==> config.mk <==
export PLATFORM = sky130hd
export DESIGN_NAME = periph_subsys
export DESIGN_NICKNAME = d
export VERILOG_FILES = /design/src/common/island_pkg.sv /design/src/periph/periph_subsys.sv /design/src/periph/soc_ctrl_regs.sv
export SDC_FILE = /design/constraint.sdc
export NUM_CORES = 1
export LEC_CHECK = 0
export BUFFER_PORTS_ARGS = -buffer_cell sky130_fd_sc_hd__buf_4
export CORE_MARGIN = 3
export CORE_UTILIZATION = 28
export CTS_BUF_LIST = sky130_fd_sc_hd__clkbuf_4 sky130_fd_sc_hd__clkbuf_8
export DETAILED_ROUTE_END_ITERATION = 10
export GPL_TIMING_DRIVEN = 0
export SYNTH_ARGS = -nofsm -noshare
export SYNTH_HDL_FRONTEND = slang
export SYNTH_SLANG_ARGS = --single-unit
==> constraint.sdc <==
create_clock -name clk_i -period 1.4 [get_ports clk_i]
set_input_delay 0.28 -clock clk_i [delete_from_list [all_inputs] [get_ports clk_i]]
set_output_delay 0.28 -clock clk_i [all_outputs]
set_load 0.01 [all_outputs]
==> src/common/island_pkg.sv <==
/*
 * Shared definitions for the safety-island interconnect.
 * Holds the address map, the request and response structs, the target
 * encodings and the address decode used by the crossbar and the testbench.
 */
package island_pkg;

  localparam int unsigned ADDR_WIDTH     = 32;
  localparam int unsigned DATA_WIDTH     = 32;
  localparam int unsigned BE_WIDTH       = 4;
  localparam int unsigned NUM_MASTERS    = 2;
  localparam int unsigned MST_IDX_WIDTH  = $clog2(NUM_MASTERS);

  // --------------------
  // Address map
  // --------------------
  localparam logic [ADDR_WIDTH-1:0] BASE_ADDR      = 32'h1000_0000;
  localparam logic [ADDR_WIDTH-1:0] ISLAND_SIZE    = 32'h0080_0000;
  localparam int unsigned           BANK_NUM_BYTES = 4096;
  localparam int unsigned           BANK_NUM_WORDS = BANK_NUM_BYTES / 4;
  localparam int unsigned           BANK_IDX_WIDTH = $clog2(BANK_NUM_WORDS);
  localparam logic [ADDR_WIDTH-1:0] INSTR_BASE     = BASE_ADDR;
  localparam logic [ADDR_WIDTH-1:0] DATA_BASE      = INSTR_BASE + BANK_NUM_BYTES;
  localparam logic [ADDR_WIDTH-1:0] PERIPH_BASE    = BASE_ADDR + 32'h0002_0000;
  localparam logic [ADDR_WIDTH-1:0] ISLAND_END     = BASE_ADDR + ISLAND_SIZE;

  // SoC control block, first region of the peripheral space
  localparam int unsigned           SOC_CTRL_SIZE      = 4096;
  localparam int unsigned           SOC_CTRL_OFF_WIDTH = $clog2(SOC_CTRL_SIZE);
  localparam logic [SOC_CTRL_OFF_WIDTH-1:0] SOC_CTRL_FETCHEN_OFFSET  = 0;
  localparam logic [SOC_CTRL_OFF_WIDTH-1:0] SOC_CTRL_BOOTADDR_OFFSET = 4;
  localparam logic [ADDR_WIDTH-1:0] BOOT_ADDR_RESET = INSTR_BASE;

  localparam logic [DATA_WIDTH-1:0] ERROR_RDATA = 32'hBADCAB1E;

  // --------------------
  // Bus types
  // --------------------
  typedef struct packed {
    logic                  we;
    logic [BE_WIDTH-1:0]   be;
    logic [ADDR_WIDTH-1:0] addr;
    logic [DATA_WIDTH-1:0] wdata;
  } bus_req_t;

  typedef struct packed {
    logic [DATA_WIDTH-1:0] rdata;
    logic                  err;
  } bus_rsp_t;

  typedef logic [MST_IDX_WIDTH-1:0] mst_idx_t;

  typedef enum logic [1:0] {TGT_ERROR, TGT_INSTR, TGT_DATA, TGT_PERIPH} target_e;
  typedef enum logic [0:0] {PERIPH_ERROR, PERIPH_SOC_CTRL} periph_e;

  // Anything outside the banks and the peripheral space is an error
  function automatic target_e decode_target(input logic [ADDR_WIDTH-1:0] addr);
    target_e tgt;
    tgt = TGT_ERROR;
    if (addr >= INSTR_BASE && addr < DATA_BASE) begin
      tgt = TGT_INSTR;
    end else if (addr >= DATA_BASE && addr < DATA_BASE + BANK_NUM_BYTES) begin
      tgt = TGT_DATA;
    end else if (addr >= PERIPH_BASE && addr < ISLAND_END) begin
      tgt = TGT_PERIPH;
    end
    return tgt;
  endfunction

endpackage
==> src/periph/periph_subsys.sv <==
/*
 * Peripheral region of the safety island.
 * Splits requests between the SoC control registers and the error
 * responder and returns the matching response one cycle later.
 */
`timescale 1ns/1ps

module periph_subsys (
  input  logic                              clk_i,
  input  logic                              rst_ni,
  input  logic                              req_valid_i,
  input  island_pkg::bus_req_t              req_i,
  output island_pkg::bus_rsp_t              rsp_o,
  output logic                              fetch_enable_o,
  output logic [island_pkg::ADDR_WIDTH-1:0] boot_addr_o
);

  island_pkg::periph_e  sel, sel_q;
  island_pkg::bus_rsp_t soc_ctrl_rsp;
  island_pkg::bus_rsp_t error_rsp;

  // Only the SoC control block is mapped, the rest falls to the error responder
  always_comb begin : proc_decode
    sel = island_pkg::PERIPH_ERROR;
    if (req_i.addr >= island_pkg::PERIPH_BASE &&
        req_i.addr < island_pkg::PERIPH_BASE + island_pkg::SOC_CTRL_SIZE) begin
      sel = island_pkg::PERIPH_SOC_CTRL;
    end
  end

  always_ff @(posedge clk_i or negedge rst_ni) begin : proc_sel
    if (!rst_ni) begin
      sel_q <= island_pkg::PERIPH_ERROR;
    end else if (req_valid_i) begin
      sel_q <= sel;
    end
  end

  soc_ctrl_regs u_soc_ctrl (
    .clk_i          (clk_i),
    .rst_ni         (rst_ni),
    .req_valid_i    (req_valid_i && sel == island_pkg::PERIPH_SOC_CTRL),
    .req_i          (req_i),
    .rsp_o          (soc_ctrl_rsp),
    .fetch_enable_o (fetch_enable_o),
    .boot_addr_o    (boot_addr_o)
  );

  // Error responder, same answer for reads and writes
  assign error_rsp = '{rdata: island_pkg::ERROR_RDATA, err: 1'b1};

  assign rsp_o = (sel_q == island_pkg::PERIPH_SOC_CTRL) ? soc_ctrl_rsp : error_rsp;

endmodule

==> src/periph/soc_ctrl_regs.sv <==
/*
 * SoC control registers: fetch enable at offset 0, boot address at 4.
 * Byte enables apply to writes, unmapped offsets read as zero.
 */
`timescale 1ns/1ps

module soc_ctrl_regs (
  input  logic                              clk_i,
  input  logic                              rst_ni,
  input  logic                              req_valid_i,
  input  island_pkg::bus_req_t              req_i,
  output island_pkg::bus_rsp_t              rsp_o,
  output logic                              fetch_enable_o,
  output logic [island_pkg::ADDR_WIDTH-1:0] boot_addr_o
);

  logic [island_pkg::SOC_CTRL_OFF_WIDTH-1:0] offset;
  logic                                      sel_fetchen;
  logic                                      sel_bootaddr;
  logic                                      fetchen_q;
  logic [island_pkg::ADDR_WIDTH-1:0]         boot_addr_q;
  logic [island_pkg::DATA_WIDTH-1:0]         rdata_q;

  // Word aligned offset within the block
  assign offset       = {req_i.addr[island_pkg::SOC_CTRL_OFF_WIDTH-1:2], 2'b00};
  assign sel_fetchen  = (offset == island_pkg::SOC_CTRL_FETCHEN_OFFSET);
  assign sel_bootaddr = (offset == island_pkg::SOC_CTRL_BOOTADDR_OFFSET);

  always_ff @(posedge clk_i or negedge rst_ni) begin : proc_regs
    if (!rst_ni) begin
      fetchen_q   <= 1'b0;
      boot_addr_q <= island_pkg::BOOT_ADDR_RESET;
    end else if (req_valid_i && req_i.we) begin
      if (sel_fetchen && req_i.be[0]) begin
        fetchen_q <= req_i.wdata[0];
      end
      if (sel_bootaddr) begin
        for (int b = 0; b < island_pkg::BE_WIDTH; b++) begin
          if (req_i.be[b]) begin
            boot_addr_q[8*b +: 8] <= req_i.wdata[8*b +: 8];
          end
        end
      end
    end
  end

  always_ff @(posedge clk_i) begin : proc_rdata
    if (req_valid_i) begin
      if (req_i.we) begin
        rdata_q <= '0;
      end else if (sel_fetchen) begin
        rdata_q <= island_pkg::DATA_WIDTH'(fetchen_q);
      end else if (sel_bootaddr) begin
        rdata_q <= boot_addr_q;
      end else begin
        rdata_q <= '0;
      end
    end
  end

  assign rsp_o          = '{rdata: rdata_q, err: 1'b0};
  assign fetch_enable_o = fetchen_q;
  assign boot_addr_o    = boot_addr_q;

endmodule

==> results <==
- Among all stages on the critical path, the largest delay is contributed by sky130_fd_sc_hd__nor4_4.
- The global-route total usage across every layer is 0.1452.
- The average via count per standard cell is ~4.4.
- The leading register cell type out of synthesis is sky130_fd_sc_hd__dfrtp_1.
- Overall power consumption after layout is estimated at about 3.9 mW.
- The via total after detailed routing is approximately 2200.
- The post-CTS clock slew at the launch and capture registers of the worst setup and hold paths is 0.06 ns.
- The share of the cycle needed by the critical path after routing is 1.135.
- The critical path goes through buf_6, nor4b_4, nand4_4, buf_12, nor4_4, buf_12, mux2_4.
- The worst hold path class is primary input to register.
- The clock arrives with 0.004257 ns of skew.
- The later pin in the worst-skew pair is clocked with a latency of approximately 0.34 ns.
- The reported leakage power is about 2.4 nW.
- The first-pass GRT wire length is around 13000 um.
- The remaining antenna violation count is 0.
- The pin count of the biggest net entering global routing is 35.
- The width of the die is 108.3 um.
- The floorplan has 36 rows.
- The final RePlAce weighted congestion is roughly 0.7.
- The total power divided by cell area is 759.8 nW/um2.
- The critical setup path kind is primary input to register.
- The share of final-layout standard cells stronger than drive strength 1 is 0.7253.
- The first detailed-routing pass ran for 4 iterations.
- Each instance of the synthesized netlist takes up on average around 15 um2.
- The routed length per placed instance is 16.70 um.
- The filler cells instantiated in the layout total approximately 860.
- The maximum clock path buffer count is 2.
- The signal arrival time at the worst endpoint is approximately 1.8 ns.
- The tree is rooted in a sky130_fd_sc_hd__clkbuf_8.
- The number of hold violations in the final report is 0.
- The overall die area is about 12000 um2.
- The synthesis-stage register bit count is 66.
- STA classifies the critical path startpoint as a primary input.
- Compared with the post-synthesis result, the final layout area differs by 76.61%.
- Global routing finished with a remaining overflow of 0.
- In this run the standard cell core region covers 9955 um2.
- The via count of the first global-routing pass came to between 2000 and 2500.
- The checks that failed: setup timing.
- TritonCTS built the clock tree.
- Grouping stages by cell kind, the critical path spends the most delay in simple AND/OR/NAND/NOR gates.
- The worst-case IR drop observed on VDD is ~0.48 mV.
- In this run, the number of DRC markers left after iteration 0 of detailed routing was 49.
- STA puts the critical path data required time at 1.62 ns.
- The design area is approximately 5200 um2.
- The floorplan step set the die height to around 110 um.
- The instance count of the mapped netlist is 196.
- The count of input and output buffers is about 140.
- The highest achievable clock rate is approximately 630 MHz.
- Counting both buffers and inverters, the worst setup path holds a total of 3.
- For the pin with the worst max-slew slack, the measured transition is 0.4843 ns.
- The total number of nets in the final design is 442.
- The number of clock sinks is 66.
- The Yosys step of the flow raised 0 warnings.
- The flow ran to the end, but the final reports show violations.
- Of the synthesized area, sequential elements account for 0.6184.
- Measured against its own limit, the worst slew margin works out to 0.6771.
- The type of element capturing the critical path is a register.
- The post-route worst setup slack is -0.1883 ns.
- The number of slew-limit violations in the final report is 0.
- The start point of the critical path is req_i[59].
- On the worst path, the slowest cell contributes a delay of 0.33 ns.
- The remaining design rule violation count is 0.
- The count of final setup violators is 85.
- The worst hold path begins at req_valid_i.
- Counting stages on the worst path, the most repeated cell is sky130_fd_sc_hd__buf_12.
- The clock tree synthesis step divided the H-tree into 3 levels.
- Max-cap violations in this run came to 0.
- The startpoint identified for the worst register-to-register timing path is sel_q.
- Setup repair after global routing could not meet its margin everywhere.
- The number of antenna violations at the first check in global routing is 0.
- The standard cell area after detailed placement is 4149 um2.
- The number of unique standard cell types used by synthesis is 23.
- The wire length reported by the detailed router is around 8500 um.
- For the finished layout, the period the worst path requires is 1.588 ns.
- In this run the worst path has a maximum fanout of 7.
- For this configuration, the core starts out at a cell density of 0.2945.
- The HPWL after detailed placement is 5461 um.
- Counting the buffers created by CTS gives 9.
- The minimum hold slack is around 0.15 ns.
- The cell area after synthesis is ~2900 um2.
- 138 I/O pins were placed.
- The number of diodes added for antenna fixing is 0.
- Counting flops with an async set or reset pin after synthesis yields a share of 0.5152.
- Yosys mapped a number of flops with a built-in enable equal to 32.
- The post-synthesis net count is 268.
==> final timing paths <==
| path | slack (ns) | end | cells after the start |
|---|---|---|---|
| setup / recovery | -0.19 | u_soc_ctrl.boot_addr_o[19] | 7 |
| hold / removal | 0.15 | sel_q | 2 |
| setup reg to reg | 0.41 | sel_q | 3 |
| hold reg to reg | 0.53 | u_soc_ctrl.boot_addr_o[13] | 1 |
| max in group asynchronous | 0.57 | sel_q | 2 |
| min in group asynchronous | 0.46 | u_soc_ctrl.boot_addr_o[15] | 2 |
==> cells in the final DEF (no fill, tap or decap), drive strengths merged, types with 2 or more instances in the layout <==
master and instances:
and2 44, buf 163, nor2 5, nor3 2, mux2 33, dfrtp 33
nand3 6, nor4 8, clkbuf 17, nor4b 2, edfxtp 32, clkinv 2
nand2b 19
==> cell usage after synthesis, types with 4 or more instances <==
cell,count,area share
sky130_fd_sc_hd__nor2_1,4,0.0051
sky130_fd_sc_hd__mux2_2,24,0.092
sky130_fd_sc_hd__and2_1,44,0.094
sky130_fd_sc_hd__clkbuf_1,6,0.0077
sky130_fd_sc_hd__edfxtp_1,32,0.33
sky130_fd_sc_hd__nand2b_1,19,0.041
sky130_fd_sc_hd__nand3_1,4,0.0068
sky130_fd_sc_hd__dfrtp_1,33,0.28
sky130_fd_sc_hd__nor4_4,5,0.036
sky130_fd_sc_hd__mux2_4,8,0.041
==> metrics by stage <==
step	setup WS, ns	util	cells	TNS (ns)
after floorplan	-0.5531	-	196	-31.47
after global placement	-0.9046	0.4168	464	-76.29
after detailed placement	-0.9861	0.4168	464	-78.17
after CTS	-0.1576	0.4884	503	-6.884
after global routing	-0.2189	0.5201	508	-12.20
final	-0.1883	0.5201	508	-7.539
==> flip-flops by register name, indices dropped and copies added, names as in the netlist <==
name,count
u_soc_ctrl.fetch_enable_o,1
u_soc_ctrl.rdata_q,32
sel_q,1
u_soc_ctrl.boot_addr_o,32
==> final cells by class <==
cell class / instances / area [um2] / share of cell area
buffer: 6 / 90.09 / 0.01740
clock buffer: 13 / 166.4 / 0.03214
clock inverter: 3 / 40.04 / 0.007733
inverter: 1 / 6.256 / 0.001208
multi-input combinational: 124 / 1391 / 0.2687
sequential: 66 / 1814 / 0.3504
tap: 133 / 166.4 / 0.03214
timing repair buffer: 162 / 1503 / 0.2902
==> per-layer routing <==
metal | vias to the layer above | GRT usage | routed length (um)
met5 | - | 0 | 0
met4 | 0 | 0.03427 | 77
met3 | 8 | 0.05254 | 625
met2 | 87 | 0.2527 | 4277
met1 | 1080 | 0.1711 | 3503
li1 | 1045 | - | -
==> cells by family after synthesis <==
group                  Yosys count  share of synthesized area
buffers and inverters            7                   0.008961
AOI/OAI and AO/OA                1                   0.002135
muxes                           34                     0.1404
DFF                             66                     0.6184
and+or+nand+nor                 88                     0.2300
==> report_power, final <==
group          internal (mW)  switching (mW)
clock network          0.955           0.721
logic                  0.151          0.0874
registers               2.02     0.000000222
total                   3.12           0.809
==> repair_timing <==
| action | CTS | global route |
|---|---|---|
| endpoints found under the hold margin | 33 | 0 |
| cloned | 2 | 4 |
| pin swaps | 15 | 6 |
| resized for setup | 68 | 64 |
| endpoints found under the setup margin | 125 | 112 |
| buffers inserted | 20 | 1 |
| hold buffers | 1 | 0 |
Note: power is estimated with default switching activity, not from simulation.
